## config.mk

```make
export PLATFORM = sky130hd
export DESIGN_NAME = pipe_ctrl_top
export DESIGN_NICKNAME = d
export VERILOG_FILES = /design/src/rtl/pipe_ctrl_pkg.sv /design/src/rtl/pipe_ctrl_top.sv /design/src/rtl/stage_track.sv /design/src/rtl/pipe_control.sv /design/src/rtl/data_hazard.sv
export SDC_FILE = /design/constraint.sdc
export NUM_CORES = 1
export LEC_CHECK = 0
export CAP_MARGIN = 40
export CORE_AREA = 2 2 164 166
export CTS_BUF_LIST = sky130_fd_sc_hd__clkbuf_16
export DETAILED_ROUTE_END_ITERATION = 10
export DIE_AREA = 0 0 166 168
export DONT_BUFFER_PORTS = 1
export GPL_ROUTABILITY_DRIVEN = 0
export MAX_ROUTING_LAYER = met4
export REMOVE_ABC_BUFFERS = 1
export SYNTH_ARGS = -nofsm -noshare
export SYNTH_HDL_FRONTEND = slang
export SYNTH_SLANG_ARGS = --single-unit
```

## constraint.sdc

```tcl
create_clock -name clk -period 3.15 [get_ports clk]
set_input_delay 0.945 -clock clk [delete_from_list [all_inputs] [get_ports clk]]
set_output_delay 0.945 -clock clk [all_outputs]
set_load 0.005 [all_outputs]
```

## src/rtl/pipe_ctrl_pkg.sv

```systemverilog
`default_nettype none

package pipe_ctrl_pkg;

    // Datapath and register file geometry
    localparam int xlen       = 32;
    localparam int reg_addr_w = 5;

    localparam int fwd_sel_w  = 3;      // Operand select width

    // Forwarding sources for an EX operand
    localparam logic [fwd_sel_w-1:0] fwd_reg      = 3'd0; // Register file read
    localparam logic [fwd_sel_w-1:0] fwd_ex       = 3'd1; // ALU result in EX
    localparam logic [fwd_sel_w-1:0] fwd_wb       = 3'd2; // Value being written back
    localparam logic [fwd_sel_w-1:0] fwd_mem_load = 3'd3; // Load data in MEM
    localparam logic [fwd_sel_w-1:0] fwd_mem_alu  = 3'd4; // ALU result carried in MEM

    // Sequential fetch step
    localparam logic [xlen-1:0] pc_step = 32'd4;

endpackage

`default_nettype wire
```

## src/rtl/pipe_ctrl_top.sv

```systemverilog
`timescale 1ns/1ps
`default_nettype none

module pipe_ctrl_top
    import pipe_ctrl_pkg::*;
(
    input  logic                  clk,
    input  logic                  rst_n,

    input  logic                  id_valid,
    input  logic [xlen-1:0]       id_pc,
    input  logic [xlen-1:0]       id_imm,
    input  logic [reg_addr_w-1:0] id_rs1,
    input  logic [reg_addr_w-1:0] id_rs2,
    input  logic [reg_addr_w-1:0] id_rd,
    input  logic                  id_r_wen,
    input  logic                  id_mem_ren,
    input  logic                  id_branch,
    input  logic                  id_jump,
    input  logic                  id_mret,
    input  logic                  id_ecall,
    input  logic                  id_fence_i,
    input  logic [xlen-1:0]       id_rs1_value,
    input  logic [xlen-1:0]       id_rs2_value,

    input  logic [xlen-1:0]       ex_result,
    input  logic [xlen-1:0]       mem_rdata,
    input  logic [xlen-1:0]       mtvec,
    input  logic [xlen-1:0]       mepc,

    output logic [xlen-1:0]       ex_rs1,
    output logic [xlen-1:0]       ex_rs2,
    output logic                  stall,
    output logic [xlen-1:0]       dnpc,
    output logic                  dnpc_flag,
    output logic                  inst_clear,
    output logic                  icache_clr,
    output logic                  wb_valid,
    output logic [reg_addr_w-1:0] wb_rd,
    output logic [xlen-1:0]       wb_value
);

    // Stage state between the trackers and the control
    logic                  ex_valid, mem_valid;
    logic [reg_addr_w-1:0] ex_rd, mem_rd;
    logic                  ex_r_wen, mem_r_wen, wb_r_wen;
    logic                  ex_mem_ren, mem_mem_ren;
    logic [xlen-1:0]       ex_pc, ex_imm, mem_ex_result;
    logic                  ex_jump, ex_branch, ex_fence_i;

    stage_track u_stage_track (
        .clk(clk), .rst_n(rst_n),
        .id_valid(id_valid), .id_pc(id_pc), .id_imm(id_imm), .id_rd(id_rd),
        .id_r_wen(id_r_wen), .id_mem_ren(id_mem_ren), .id_branch(id_branch),
        .id_jump(id_jump), .id_fence_i(id_fence_i), .id_mret(id_mret),
        .id_ecall(id_ecall), .ex_result(ex_result), .mem_rdata(mem_rdata),
        .stall(stall), .inst_clear(inst_clear),
        .ex_valid(ex_valid), .ex_rd(ex_rd), .ex_r_wen(ex_r_wen),
        .ex_mem_ren(ex_mem_ren), .ex_pc(ex_pc), .ex_imm(ex_imm),
        .ex_jump(ex_jump), .ex_branch(ex_branch), .ex_fence_i(ex_fence_i),
        .mem_valid(mem_valid), .mem_rd(mem_rd), .mem_r_wen(mem_r_wen),
        .mem_mem_ren(mem_mem_ren), .mem_ex_result(mem_ex_result),
        .wb_valid(wb_valid), .wb_rd(wb_rd), .wb_r_wen(wb_r_wen),
        .wb_rd_value(wb_value)          // Write-back value is also the forwarding source
    );

    pipe_control u_pipe_control (
        .mtvec(mtvec), .mepc(mepc), .ex_pc(ex_pc), .ex_imm(ex_imm),
        .ex_result(ex_result), .mem_ex_result(mem_ex_result),
        .mem_rdata(mem_rdata), .wb_rd_value(wb_value),
        .id_rs1_value(id_rs1_value), .id_rs2_value(id_rs2_value),
        .id_mret(id_mret), .id_ecall(id_ecall), .ex_branch(ex_branch),
        .ex_jump(ex_jump), .ex_fence_i(ex_fence_i),
        .id_valid(id_valid), .id_rs1(id_rs1), .id_rs2(id_rs2),
        .ex_valid(ex_valid), .mem_valid(mem_valid), .wb_valid(wb_valid),
        .ex_rd(ex_rd), .mem_rd(mem_rd), .wb_rd(wb_rd),
        .ex_r_wen(ex_r_wen), .mem_r_wen(mem_r_wen), .wb_r_wen(wb_r_wen),
        .ex_mem_ren(ex_mem_ren), .mem_mem_ren(mem_mem_ren),
        .ex_rs1(ex_rs1), .ex_rs2(ex_rs2), .stall(stall),
        .inst_clear(inst_clear), .icache_clr(icache_clr),
        .dnpc(dnpc), .dnpc_flag(dnpc_flag)
    );

endmodule

`default_nettype wire

```

## src/rtl/stage_track.sv

```systemverilog
`timescale 1ns/1ps
`default_nettype none

module stage_track
    import pipe_ctrl_pkg::*;
(
    input  logic                  clk,
    input  logic                  rst_n,

    input  logic                  id_valid,
    input  logic [xlen-1:0]       id_pc,
    input  logic [xlen-1:0]       id_imm,
    input  logic [reg_addr_w-1:0] id_rd,
    input  logic                  id_r_wen,
    input  logic                  id_mem_ren,
    input  logic                  id_branch,
    input  logic                  id_jump,
    input  logic                  id_fence_i,
    input  logic                  id_mret,
    input  logic                  id_ecall,

    input  logic [xlen-1:0]       ex_result,
    input  logic [xlen-1:0]       mem_rdata,
    input  logic                  stall,
    input  logic                  inst_clear,

    output logic                  ex_valid,
    output logic [reg_addr_w-1:0] ex_rd,
    output logic                  ex_r_wen,
    output logic                  ex_mem_ren,
    output logic [xlen-1:0]       ex_pc,
    output logic [xlen-1:0]       ex_imm,
    output logic                  ex_jump,
    output logic                  ex_branch,
    output logic                  ex_fence_i,

    output logic                  mem_valid,
    output logic [reg_addr_w-1:0] mem_rd,
    output logic                  mem_r_wen,
    output logic                  mem_mem_ren,
    output logic [xlen-1:0]       mem_ex_result,

    output logic                  wb_valid,
    output logic [reg_addr_w-1:0] wb_rd,
    output logic                  wb_r_wen,
    output logic [xlen-1:0]       wb_rd_value
);

    logic id_take;

    // mret and ecall redirect from ID and never enter EX
    assign id_take = id_valid && !stall && !inst_clear && !id_mret && !id_ecall;

    always_ff @(posedge clk) begin
        if (!rst_n) begin
            ex_valid    <= 1'b0;
            ex_r_wen    <= 1'b0;
            ex_mem_ren  <= 1'b0;
            ex_jump     <= 1'b0;
            ex_branch   <= 1'b0;
            ex_fence_i  <= 1'b0;
            mem_valid   <= 1'b0;
            mem_r_wen   <= 1'b0;
            mem_mem_ren <= 1'b0;
            wb_valid    <= 1'b0;
            wb_r_wen    <= 1'b0;
        end else begin
            // Bubble clears every flag, not just valid
            ex_valid    <= id_take;
            ex_r_wen    <= id_take && id_r_wen;
            ex_mem_ren  <= id_take && id_mem_ren;
            ex_jump     <= id_take && id_jump;
            ex_branch   <= id_take && id_branch;
            ex_fence_i  <= id_take && id_fence_i;

            mem_valid   <= ex_valid;
            mem_r_wen   <= ex_r_wen;
            mem_mem_ren <= ex_mem_ren;

            wb_valid    <= mem_valid;
            wb_r_wen    <= mem_r_wen;
        end
    end

    // Payload follows the flags
    always_ff @(posedge clk) begin
        ex_rd         <= id_rd;
        ex_pc         <= id_pc;
        ex_imm        <= id_imm;

        mem_rd        <= ex_rd;
        mem_ex_result <= ex_result;     // ALU output captured on leaving EX

        wb_rd         <= mem_rd;
        wb_rd_value   <= mem_mem_ren ? mem_rdata : mem_ex_result;
    end

endmodule

`default_nettype wire

```

## src/rtl/pipe_control.sv

```systemverilog
`timescale 1ns/1ps
`default_nettype none

module pipe_control
    import pipe_ctrl_pkg::*;
(
    input  logic [xlen-1:0]       mtvec,
    input  logic [xlen-1:0]       mepc,
    input  logic [xlen-1:0]       ex_pc,
    input  logic [xlen-1:0]       ex_imm,
    input  logic [xlen-1:0]       ex_result,      // Bit 0 doubles as branch condition
    input  logic [xlen-1:0]       mem_ex_result,
    input  logic [xlen-1:0]       mem_rdata,
    input  logic [xlen-1:0]       wb_rd_value,
    input  logic [xlen-1:0]       id_rs1_value,
    input  logic [xlen-1:0]       id_rs2_value,

    input  logic                  id_mret,
    input  logic                  id_ecall,
    input  logic                  ex_branch,
    input  logic                  ex_jump,
    input  logic                  ex_fence_i,

    input  logic                  id_valid,
    input  logic [reg_addr_w-1:0] id_rs1,
    input  logic [reg_addr_w-1:0] id_rs2,
    input  logic                  ex_valid,
    input  logic                  mem_valid,
    input  logic                  wb_valid,
    input  logic [reg_addr_w-1:0] ex_rd,
    input  logic [reg_addr_w-1:0] mem_rd,
    input  logic [reg_addr_w-1:0] wb_rd,
    input  logic                  ex_r_wen,
    input  logic                  mem_r_wen,
    input  logic                  wb_r_wen,
    input  logic                  ex_mem_ren,
    input  logic                  mem_mem_ren,

    output logic [xlen-1:0]       ex_rs1,
    output logic [xlen-1:0]       ex_rs2,
    output logic                  stall,
    output logic                  inst_clear,
    output logic                  icache_clr,
    output logic [xlen-1:0]       dnpc,
    output logic                  dnpc_flag
);

    logic [fwd_sel_w-1:0] rs1_sel;
    logic [fwd_sel_w-1:0] rs2_sel;
    logic                 ex_taken;
    logic                 ex_jump_v;
    logic                 ex_fence_v;

    function automatic logic [xlen-1:0] fwd_mux(input logic [fwd_sel_w-1:0] sel,
                                                input logic [xlen-1:0] reg_value);
        case (sel)
            fwd_ex:       return ex_result;
            fwd_wb:       return wb_rd_value;
            fwd_mem_load: return mem_rdata;
            fwd_mem_alu:  return mem_ex_result;
            default:      return reg_value;
        endcase
    endfunction

    data_hazard u_data_hazard (
        .id_valid    (id_valid),
        .id_rs1      (id_rs1),
        .id_rs2      (id_rs2),
        .ex_valid    (ex_valid),
        .mem_valid   (mem_valid),
        .wb_valid    (wb_valid),
        .ex_rd       (ex_rd),
        .mem_rd      (mem_rd),
        .wb_rd       (wb_rd),
        .ex_r_wen    (ex_r_wen),
        .mem_r_wen   (mem_r_wen),
        .wb_r_wen    (wb_r_wen),
        .ex_mem_ren  (ex_mem_ren),
        .mem_mem_ren (mem_mem_ren),
        .rs1_sel     (rs1_sel),
        .rs2_sel     (rs2_sel),
        .stall       (stall)
    );

    always_comb begin
        ex_rs1 = fwd_mux(rs1_sel, id_rs1_value);
        ex_rs2 = fwd_mux(rs2_sel, id_rs2_value);
    end

    assign ex_jump_v  = ex_valid && ex_jump;
    assign ex_taken   = ex_valid && ex_branch && ex_result[0];
    assign ex_fence_v = ex_valid && ex_fence_i;

    // EX redirects are older than ID, so they come first
    always_comb begin
        dnpc_flag = 1'b1;
        if (ex_jump_v)                  dnpc = ex_result;
        else if (ex_taken)              dnpc = ex_pc + ex_imm;
        else if (ex_fence_v)            dnpc = ex_pc + pc_step; // Refetch after fence.i
        else if (id_valid && id_mret)   dnpc = mepc;
        else if (id_valid && id_ecall)  dnpc = mtvec;
        else begin
            dnpc      = '0;
            dnpc_flag = 1'b0;
        end
    end

    assign inst_clear = dnpc_flag;      // Younger ID instruction is dropped
    assign icache_clr = ex_fence_v;

endmodule

`default_nettype wire

```

## src/rtl/data_hazard.sv

```systemverilog
`timescale 1ns/1ps
`default_nettype none

module data_hazard
    import pipe_ctrl_pkg::*;
(
    input  logic                  id_valid,
    input  logic [reg_addr_w-1:0] id_rs1,
    input  logic [reg_addr_w-1:0] id_rs2,

    input  logic                  ex_valid,
    input  logic                  mem_valid,
    input  logic                  wb_valid,

    input  logic [reg_addr_w-1:0] ex_rd,
    input  logic [reg_addr_w-1:0] mem_rd,
    input  logic [reg_addr_w-1:0] wb_rd,

    input  logic                  ex_r_wen,
    input  logic                  mem_r_wen,
    input  logic                  wb_r_wen,
    input  logic                  ex_mem_ren,
    input  logic                  mem_mem_ren,

    output logic [fwd_sel_w-1:0]  rs1_sel,
    output logic [fwd_sel_w-1:0]  rs2_sel,
    output logic                  stall
);

    // A stage supplies rs only if it really writes a nonzero rd
    function automatic logic writes(input logic valid, input logic wen,
                                    input logic [reg_addr_w-1:0] rd,
                                    input logic [reg_addr_w-1:0] rs);
        return valid && wen && (rd != '0) && (rd == rs);
    endfunction

    // Youngest writer wins
    function automatic logic [fwd_sel_w-1:0] pick(input logic [reg_addr_w-1:0] rs);
        if (writes(ex_valid, ex_r_wen, ex_rd, rs)) begin
            return fwd_ex;
        end else if (writes(mem_valid, mem_r_wen, mem_rd, rs)) begin
            return mem_mem_ren ? fwd_mem_load : fwd_mem_alu;
        end else if (writes(wb_valid, wb_r_wen, wb_rd, rs)) begin
            return fwd_wb;
        end
        return fwd_reg;
    endfunction

    logic ex_hit_rs1;
    logic ex_hit_rs2;

    always_comb begin
        rs1_sel = pick(id_rs1);
        rs2_sel = pick(id_rs2);
    end

    assign ex_hit_rs1 = writes(ex_valid, ex_r_wen, ex_rd, id_rs1);
    assign ex_hit_rs2 = writes(ex_valid, ex_r_wen, ex_rd, id_rs2);

    // Load in EX has no data until MEM so ID is held one cycle
    assign stall = id_valid && ex_mem_ren && (ex_hit_rs1 || ex_hit_rs2);

endmodule

`default_nettype wire

```

### After elaboration in Yosys (flattened, before gate mapping)

Cells that the tools add are included.

* flip-flop bits (word level): 154
* output and inout bits: 138
* word-level logic and storage cells: 99
* input port bits: 281

* mux-type cells: 28
* $add $sub $neg: 2
* reduce and logical (&&, ||, !) cells: 37
* eq/ne operators: 14

Operators with widths (number)
* 32-bit case mux with 4 select lines: 2
* 32-bit 2-to-1 mux: 6
* 32-bit by 3-bit adder with 32-bit output (second input constant): 1
* 32-bit adder: 1
* 5-bit == test: 6
* 1-bit logical AND: 29
* 3-bit 2-to-1 mux: 9
* 5-bit nonzero test: 3
* 3-bit by 2-bit == test with 1-bit output (second input constant): 4
* 1-bit 2-to-1 mux: 11
* 3-bit by 1-bit == test with 1-bit output (second input constant): 2
* 3-bit == test (second input constant): 2
* 1-bit logical NOT: 4
* 1-bit logical OR: 1

### Logic depth before layout (Yosys ltp)

Gate-level depths: netlist of run 1.

* word-level depth: 11
* gate-level depth with buffers: 10
* mapped depth without buffers: 10

### Cells and area by module

A second synthesis of run 1 with hierarchy kept.

* cell total of the unflattened synthesis: 1076
* area total of the unflattened synthesis: 9081.2 um2

Modules (own cells, without submodules)
* pipe_control: seq. area each 0.0 um2, instances 1, cells each 807, area an instance 5058.6 um2
* stage_track: seq. area each 3083.0 um2, instances 1, cells each 209, area an instance 3568.4 um2
* data_hazard: seq. area each 0.0 um2, instances 1, cells each 60, area an instance 454.2 um2

### Worst setup path after synthesis of run 1

OpenSTA, ideal clock, no wires.

* path kind: reg-to-output
* from: register u_stage_track.ex_pc[0]
* to: output dnpc[22]
* arrival: 2.376 ns
* path slack: -0.171 ns
* buffers on the path: 0
* cell stages (with the launch flop): 11
* data required time: 2.205 ns
* cells stage by stage: dfxtp_1 > ha_1 > fa_1 > a211oi_1 > o21ai_0 > a21oi_2 > o21ai_2 > a41oi_4 > o21ba_4 > xor2_1 > o21ai_1

* longest elaborated chain between the ends: 4
* elaborated cells on any way between the ends: 5
* those cells by class: add/sub (2); mux (3)

Ends and longest elaborated chain
* start: declaration: RTL line stage_track.sv:31 `output logic [xlen-1:0] ex_pc,`
* start signal: assignment: RTL line stage_track.sv:88 `ex_pc <= id_pc;`
* 32-bit by 3-bit adder with 32-bit output: RTL line pipe_control.sv:99 `else if (ex_fence_v) dnpc = ex_pc + pc_step;`
* 32-bit 2-to-1 mux: RTL line pipe_control.sv:99
* 32-bit 2-to-1 mux (*): RTL line pipe_control.sv:98 `else if (ex_taken) dnpc = ex_pc + ex_imm;`
* 32-bit 2-to-1 mux (*): RTL line pipe_control.sv:97 `if (ex_jump_v) dnpc = ex_result;`
* end: declaration: RTL line pipe_ctrl_top.sv:34 `output logic [xlen-1:0] dnpc,`

Every way passes the cells marked *; elsewhere a longest branch is shown, timed or not.

### Worst setup path in the final report of run 1

* from: register u_stage_track.ex_pc[0]
* to: output dnpc[20]

The elaborated chain is that of the path after synthesis.

==> results.rst, run 1 <==
.. list-table::
   :header-rows: 1

   * - Metric
     - Value
   * - Number of ports placed on the die boundary
     - ~420
   * - Violations in the final reports
     - negative setup slack
   * - Total of endpoints with negative setup slack in the final report
     - 92
   * - Maximum ir drop on the vdd rail
     - about 330 uV
   * - Number of instances in the synthesized netlist
     - around 1000
   * - Inst Count DP
     - roughly 1400
   * - Setup repair after global routing missed its margin
     - true
   * - Run status
     - finished, violations left
   * - Clock tree root buffer cell
     - sky130_fd_sc_hd__clkbuf_16
   * - Width of the die
     - roughly 170 um
   * - Number of buffers between clock root and the deepest sink
     - 2
   * - GRT Residual Overflow
     - 0
   * - Flip-flop cell with the highest count after synthesis
     - sky130_fd_sc_hd__dfxtp_1
   * - Synthesized area divided by synthesized cell count
     - 8.695 um2
   * - Power per cell area
     - just under 400 nW/um2
   * - Startpoint class of the critical path
     - register
   * - Detailed-router iteration count before antenna repair
     - 6
   * - Post-synth EDFFs
     - 0
   * - Sinks on Clock Net
     - between 150 and 200
   * - Clock transition at the register clock pins on the worst setup and hold paths after CTS
     - around 0.08 ns
   * - Share of power burned in the clock network
     - 40.3%
   * - Die ar.
     - 27890 um2
   * - Slowest Stage Delay on Critical Path
     - between 0.3 and 0.4 ns
   * - Number of buffer cells added on primary ports
     - 0
   * - Worst hold margin
     - 0.3802 ns
   * - Pin slew with the least headroom to its limit
     - 0.5260 ns
   * - Per-cell via count in the routed design
     - between 6 and 7
   * - CTS tree
     - built
   * - Total routed wirelength
     - between 40000 and 50000 um
   * - List of cells traversed by the critical path
     - ha_4 -> fa_2 -> a211oi_4 -> o21ai_2 -> a21oi_2 -> o21ai_4 -> a41oi_4 -> buf_4 -> xnor2_2 -> a21oi_4 -> o21ai_2 -> buf_4
   * - Number of nets in the layout
     - about 1500
   * - Count of non-filler cells in the finished layout
     - roughly 1500
   * - Clock skew after layout
     - about 0.013 ns
   * - Crit share post-route
     - 119.7%
   * - Starting utilization of the core area
     - around 33%
   * - Count of final max-slew check failures
     - 0
   * - Detailed router's first-iteration violation count
     - between 800 and 900
   * - H-Tree Depth
     - 4
   * - Total routing usage reported by global routing
     - 29.48%
   * - Reg2reg path depth
     - 11
   * - Standard cell with the maximum stage delay on the critical path
     - sky130_fd_sc_hd__fa_2
   * - Combinational fraction of design power
     - between 20% and 30%
   * - Arrival time of data at the critical path endpoint
     - 2.82 ns
   * - Vias in the first global route
     - 9602
   * - Max-cap check violation count
     - 0
   * - Area of the mapped netlist
     - a little under 9000 um2
   * - Placement Cell Area
     - slightly above 10000 um2
   * - Headroom to the max-slew limit
     - between 60% and 70%
   * - Via count of the routed design
     - roughly 9600
   * - Highest fanout seen on the critical path
     - 3
   * - Top cells by area in the synthesized netlist
     - sky130_fd_sc_hd__dfxtp_1, sky130_fd_sc_hd__o22ai_1, sky130_fd_sc_hd__a21oi_1, sky130_fd_sc_hd__ha_1, sky130_fd_sc_hd__xnor2_1
   * - Wire length per cell after detailed routing
     - roughly 28 um
   * - Switching share of total power
     - between 30% and 40%
   * - Post-CTS Hold Fix Bufs
     - 0
   * - Fraction of final layout cells with drive strength greater than 1
     - 50.09%
   * - Setup crit end kind
     - output port
   * - Min-Delay Path Class
     - reg2reg
   * - Clock latency on the worst-skew pair
     - approximately 0.44 ns
   * - Final Hold Violating Endpoints
     - 0
   * - Cell Rows
     - 60
   * - Sequential power share
     - about two fifths
   * - Antenna violations before repair
     - 7
   * - Cell type contributing the most total cell area after synthesis
     - sky130_fd_sc_hd__dfxtp_1
   * - Design internal power
     - roughly 0.0038 W
   * - Worst hold path depth
     - 0
   * - Register bit total from synthesis
     - roughly 150
   * - YS warnings
     - 0
   * - Proportion of register bits with asynchronous set or reset after synthesis
     - 0%
   * - Post-route cell area
     - about 14000 um2
   * - Required time of the critical path
     - roughly 2.2 ns
   * - Number of nets still failing antenna checks after routing
     - 0
   * - Leakage power
     - about 5.0 nW
   * - WS Path Type
     - reg2out
   * - Sequential fraction of the synthesis area
     - 35.42%
   * - Share of the synthesized area in the top cell type
     - between 30% and 40%
   * - Total DRC errors in the routed layout
     - 0
   * - Die outline height
     - between 150 and 200 um
   * - Crit path setup slack, layout
     - -0.6192 ns
   * - Post-layout total power
     - about 0.0055 W
   * - Synthesis-to-finish area growth
     - 59.13%
   * - Crit path time final
     - between 3 and 4 ns
   * - DP Wirelength
     - 28190 um
   * - Unique cell type count in the Yosys netlist
     - 73
   * - Achievable clock frequency
     - 265.3 MHz
   * - Switching power summed over all nets
     - between 0.0015 and 0.002 W
   * - Cts bufs inserted
     - 17
   * - First-pass GRT wire length
     - between 60000 and 70000 um
   * - Total core area
     - roughly 26000 um2
   * - Maximum number of pins on one net before global-route repair
     - 34
-- path summary, 6_finish.rpt --
| kind | start | to | slack (ns) |
|---|---|---|---|
| setup reg to reg | u_stage_track.ex_rd[0] | u_stage_track.ex_jump | 0.58 |
| hold reg to reg | u_stage_track.ex_rd[0] | u_stage_track.mem_rd[0] | 0.38 |
| setup / recovery | u_stage_track.ex_pc[0] | dnpc[20] | -0.62 |
| hold / removal | u_stage_track.ex_rd[0] | u_stage_track.mem_rd[0] | 0.38 |
-- cells in the final DEF (no fill, tap or decap), drive strengths merged, types with 25 or more instances in the layout --
cell type  netlist  routed
a221oi          30      30
buf             29     205
nand2           54      54
a21oi          124     124
o22ai          129     129
ha              32      32
dfxtp          154     154
xor2            33      33
nor2            39      39
a211oi          31      31
mux2            32      32
xnor2           42      42
o21ai           52      52
nand3           25      25
-- layer usage --
metal	GRT usage (%)	up-vias	share of wire, %
met5	-	-	0
met4	17.62	0	6.8
met3	6.888	209	7.8
met2	45.44	651	46
li1	-	4184	-
met1	35.16	4583	39
-- critical path, delay by kind of cell, from the launching register on --
kind            cells  cell delay [ns]
compound gates      7             1.12
fa+ha+maj           2             0.52
flops               1             0.34
buf+inv             2             0.29
xor+xnor            1             0.12
-- cell type report --
cell class / instances / area (um2)
clock buffer: 17 / 425.4
tap: 341 / 426.7
sequential: 154 / 3107
clock inverter: 15 / 173.9
antenna: 7 / 17.52
multi-input combinational: 769 / 7525
fill: 2209 / 12500
timing repair buffer: 207 / 2127
inverter: 12 / 47.55
-- cells in the mapped netlist, types with 4 or more instances --
cell / count
sky130_fd_sc_hd__nand2_1: 53
sky130_fd_sc_hd__a31oi_1: 6
sky130_fd_sc_hd__a211oi_1: 29
sky130_fd_sc_hd__o21bai_1: 5
sky130_fd_sc_hd__mux2_2: 32
sky130_fd_sc_hd__and3_1: 7
sky130_fd_sc_hd__nor3_1: 16
sky130_fd_sc_hd__clkbuf_1: 33
sky130_fd_sc_hd__dfxtp_1: 154
sky130_fd_sc_hd__o22ai_1: 129
sky130_fd_sc_hd__o21ai_0: 46
sky130_fd_sc_hd__buf_2: 20
sky130_fd_sc_hd__a21o_1: 12
sky130_fd_sc_hd__a221o_1: 4
sky130_fd_sc_hd__nand4_1: 18
sky130_fd_sc_hd__ha_1: 32
sky130_fd_sc_hd__inv_1: 12
sky130_fd_sc_hd__nand3_1: 24
sky130_fd_sc_hd__o21ai_1: 5
sky130_fd_sc_hd__and2_1: 14
sky130_fd_sc_hd__a221oi_1: 30
sky130_fd_sc_hd__a21oi_1: 123
sky130_fd_sc_hd__nor4_1: 4
sky130_fd_sc_hd__nor2_1: 37
sky130_fd_sc_hd__buf_1: 6
sky130_fd_sc_hd__xnor2_1: 42
sky130_fd_sc_hd__xor2_1: 33
-- through the flow --
| step | setup TNS, ns | util [%] | setup WS [ns] |
|---|---|---|---|
| after floorplan | -158.32 | - | -2.152 |
| after detailed placement | -10.83 | 38.56 | -0.4858 |
| after CTS | -27.73 | 50.08 | -0.5948 |
| after global placement | -10.55 | 38.56 | -0.4787 |
| after global routing | -41.30 | 52.55 | -0.7413 |
| final | -33.28 | 52.56 | -0.6192 |
-- sequential cells by signal (all words and copies together) (netlist names), 5 cells and up --
name,flops
u_stage_track.ex_imm,32
u_stage_track.ex_pc,32
u_stage_track.mem_ex_result,32
u_stage_track.wb_rd_value,32
u_stage_track.ex_rd,5
u_stage_track.mem_rd,5
u_stage_track.wb_rd,5
-- logic make-up (layout without fill, tap and decap cells) --
kind of cell / count (synthesis) / count (layout) / share of synthesized area (%)
adder cells (fa/ha/maj): 33 / 33 / 4.830
XOR/XNOR: 75 / 75 / 7.547
buffers and inverters: 78 / 251 / 4.155
multiplexers: 34 / 34 / 4.370
AO/OA/AOI/OAI: 421 / 421 / 30.89
other: 0 / 7 / 0
flip-flops: 154 / 154 / 35.42
AND/OR/NAND/NOR: 206 / 206 / 12.78
-- repair_timing --
action	4_1_cts	5_1_grt
hold endpoints to repair	0	0
resized for setup	369	119
endpoints found under the setup margin	96	96
cloned	11	1
pin swaps	162	79
buffers inserted	30	21
-- power by group through the flow --
stage | Sequential, W | Clock (W) | Combinational [W]
after floorplan | 0.00215 | 0 | 0.000496
after global placement | 0.00217 | 0 | 0.000789
after detailed placement | 0.00217 | 0 | 0.000796
after CTS | 0.00215 | 0.00221 | 0.000956
after global routing | 0.00217 | 0.00230 | 0.00116
final | 0.00216 | 0.00220 | 0.00109
Note: power is estimated with default switching activity, not from simulation.
==> run 2: changes to the inputs <==
==> constraint.sdc (replaced) <==
create_clock -name clk -period 3.15 [get_ports clk]
set_input_delay 0.315 -clock clk [delete_from_list [all_inputs] [get_ports clk]]
set_output_delay 0.315 -clock clk [all_outputs]
set_load 0.005 [all_outputs]
==> results.rst, run 2 (synthesized netlist as in run 1, its figures left out) <==
.. list-table::
   :header-rows: 1

   * - Metric
     - Value
   * - Reg2reg path depth
     - 7
   * - Highest fanout seen on the critical path
     - 6
   * - Number of ports placed on the die boundary
     - roughly 420
   * - GRT Residual Overflow
     - 0
   * - Final Hold Violating Endpoints
     - 0
   * - Total routing usage reported by global routing
     - 24.57%
   * - Slowest Stage Delay on Critical Path
     - about 0.37 ns
   * - DP Wirelength
     - about 27000 um
   * - Via count of the routed design
     - 9010
   * - Sinks on Clock Net
     - ~150
   * - Worst Path Buf+Inv
     - 2
   * - Post-layout total power
     - 0.005042 W
   * - Required time of the critical path
     - roughly 2.8 ns
   * - Count of final max-slew check failures
     - 0
   * - Count of non-filler cells in the finished layout
     - between 1000 and 1500
   * - Pin slew with the least headroom to its limit
     - 0.7150 ns
   * - Crit share post-route
     - 99.01%
   * - Number of nets in the layout
     - 1413
   * - Synthesis-to-finish area growth
     - 26.74%
   * - Total DRC errors in the routed layout
     - 0
   * - Max-cap check violation count
     - 0
   * - Maximum number of pins on one net before global-route repair
     - 66
   * - Wire length per cell after detailed routing
     - 24.44 um
   * - Worst hold path depth
     - 1
   * - Headroom to the max-slew limit
     - 52.33%
   * - Total routed wirelength
     - between 30000 and 40000 um
   * - Setup crit end kind
     - output port
   * - Clock skew after layout
     - ~0.018 ns
   * - Die outline height
     - 168 um
   * - Cell Rows
     - 60
   * - End point of the most critical hold path
     - u_stage_track.ex_r_wen
   * - Inst Count DP
     - approximately 1300
   * - Fraction of the core area covered by cells at the end of the flow
     - a little over two fifths
   * - Maximum ir drop on the vdd rail
     - ~300 uV
   * - H-Tree Depth
     - 4
   * - Die ar.
     - around 28000 um2
   * - Clock transition at the register clock pins on the worst setup and hold paths after CTS
     - 0.07 ns
   * - Number of buffers between clock root and the deepest sink
     - 2
   * - Startpoint class of the critical path
     - register
   * - Cts bufs inserted
     - 17
   * - Standard cell with the maximum stage delay on the critical path
     - sky130_fd_sc_hd__ha_1
   * - Placement Cell Area
     - just over 9000 um2
   * - Flop2flop setup slack
     - about 0.42 ns
   * - Worst reg2reg endpoint
     - u_stage_track.ex_branch
   * - Family with the most delay on the worst path
     - compound AO/OA/AOI/OAI gates
   * - Hold Startpoint
     - id_r_wen
   * - Most common library cell in the layout ignoring fill and taps
     - sky130_fd_sc_hd__dfxtp_1
   * - Commonest non-fill, non-tap cells in the layout
     - sky130_fd_sc_hd__dfxtp_1, sky130_fd_sc_hd__o22ai_1, sky130_fd_sc_hd__a21oi_1
   * - Achievable clock frequency
     - between 300 and 400 MHz
   * - Crit path time final
     - a little over 3 ns
   * - Setup repair after global routing missed its margin
     - true
   * - Post-route cell area
     - between 10000 and 15000 um2
   * - Total of endpoints with negative setup slack in the final report
     - 0
   * - Setup slack at placement
     - slightly below 0.05 ns
   * - Crit path top cell by count
     - sky130_fd_sc_hd__a21oi_1
   * - Fraction of final layout cells with drive strength greater than 1
     - between 10% and 20%
   * - Arrival time of data at the critical path endpoint
     - around 2.8 ns
   * - Clock latency on the worst-skew pair
     - 0.43 ns
   * - Detailed router's first-iteration violation count
     - 933
   * - Worst R2R Start
     - u_stage_track.ex_rd[1]
   * - List of cells traversed by the critical path
     - ha_1 -> a21oi_1 -> o21ai_0 -> a21o_2 -> a21o_1 -> a41oi_4 -> xnor2_1 -> a21oi_1 -> buf_4 -> o21ai_4 -> buf_6
   * - Detailed-router iteration count before antenna repair
     - 6
   * - Clock tree root buffer cell
     - sky130_fd_sc_hd__clkbuf_16
   * - Number of buffer cells added on primary ports
     - 0
   * - Min-Delay Path Class
     - in2reg
   * - Leakage power
     - roughly 4 nW
   * - Total core area
     - 26350 um2
   * - First-pass GRT wire length
     - between 50000 and 60000 um
   * - Crit path setup slack, layout
     - around 0.031 ns
   * - WS Path Type
     - reg2out
   * - Run status
     - finished, final reports clean
   * - CTS tree
     - built
   * - Width of the die
     - between 150 and 200 um
   * - Starting utilization of the core area
     - about 33%
   * - Power per cell area
     - 457.1 nW/um2
   * - Vias in the first global route
     - approximately 8400
   * - Per-cell via count in the routed design
     - 6.167
   * - Antenna violations before repair
     - 8
   * - Number of nets still failing antenna checks after routing
     - 0
==> run 2: through the flow <==
| step | hold slack, ns | setup TNS (ns) |
|---|---|---|
| after floorplan | 0.3427 | -57.91 |
| after global placement | 0.3428 | 0 |
| after detailed placement | 0.3428 | 0 |
| after CTS | 0.004008 | -0.02016 |
| after global routing | 0.002932 | -0.1643 |
| final | 0.02086 | 0 |
==> run 2: final cells by class <==
type                            count  area, um2
Fill cell                        2586      15320
Multi-Input combinational cell    769       5464
Sequential cell                   154       3094
Timing Repair Buffer              145       1401
Tap cell                          341      426.7
Clock buffer                       17      425.4
Clock inverter                     15      153.9
Inverter                           12      45.04
Antenna cell                        8      20.02
==> run 2: report_power, final <==
part | internal [W] | leakage [nW] | total (W) | switching [W]
clock network | 0.00112 | 0.277 | 0.00207 | 0.000947
registers | 0.00205 | 1.30 | 0.00215 | 0.0000953
logic | 0.000401 | 2.40 | 0.000825 | 0.000424
total | 0.00358 | 3.98 | 0.00504 | 0.00147
==> run 2: layer usage <==
layer	vias up	global-route usage, %	wire [um]
met5	-	-	0
met2	574	36.64	15710
met1	4225	31.17	14880
met3	138	5.806	3162
met4	0	12.29	1951
li1	4073	-	-
==> run 2: timing repair <==
action	4_1_cts	5_1_grt
hold buffers	102	0
hold endpoints to repair	102	0
setup endpoints to repair	21	46
resized for setup	29	34
pin swaps	9	8
buffers inserted	1	1
==> run 2: worst max-delay path by stage <==
| stage | start | slack, ns | depth (start not counted) | endpoint |
|---|---|---|---|---|
| after floorplan | u_stage_track.ex_rd[2] | -0.91 | 6 | ex_rs1[0] |
| after global placement | u_stage_track.ex_pc[0] | 0.10 | 12 | dnpc[20] |
| after detailed placement | u_stage_track.ex_pc[0] | 0.05 | 12 | dnpc[20] |
| after CTS | u_stage_track.ex_pc[0] | -0.02 | 12 | dnpc[20] |
| after global routing | u_stage_track.ex_pc[0] | -0.07 | 12 | dnpc[20] |
| final | u_stage_track.ex_pc[17] | 0.03 | 11 | dnpc[20] |
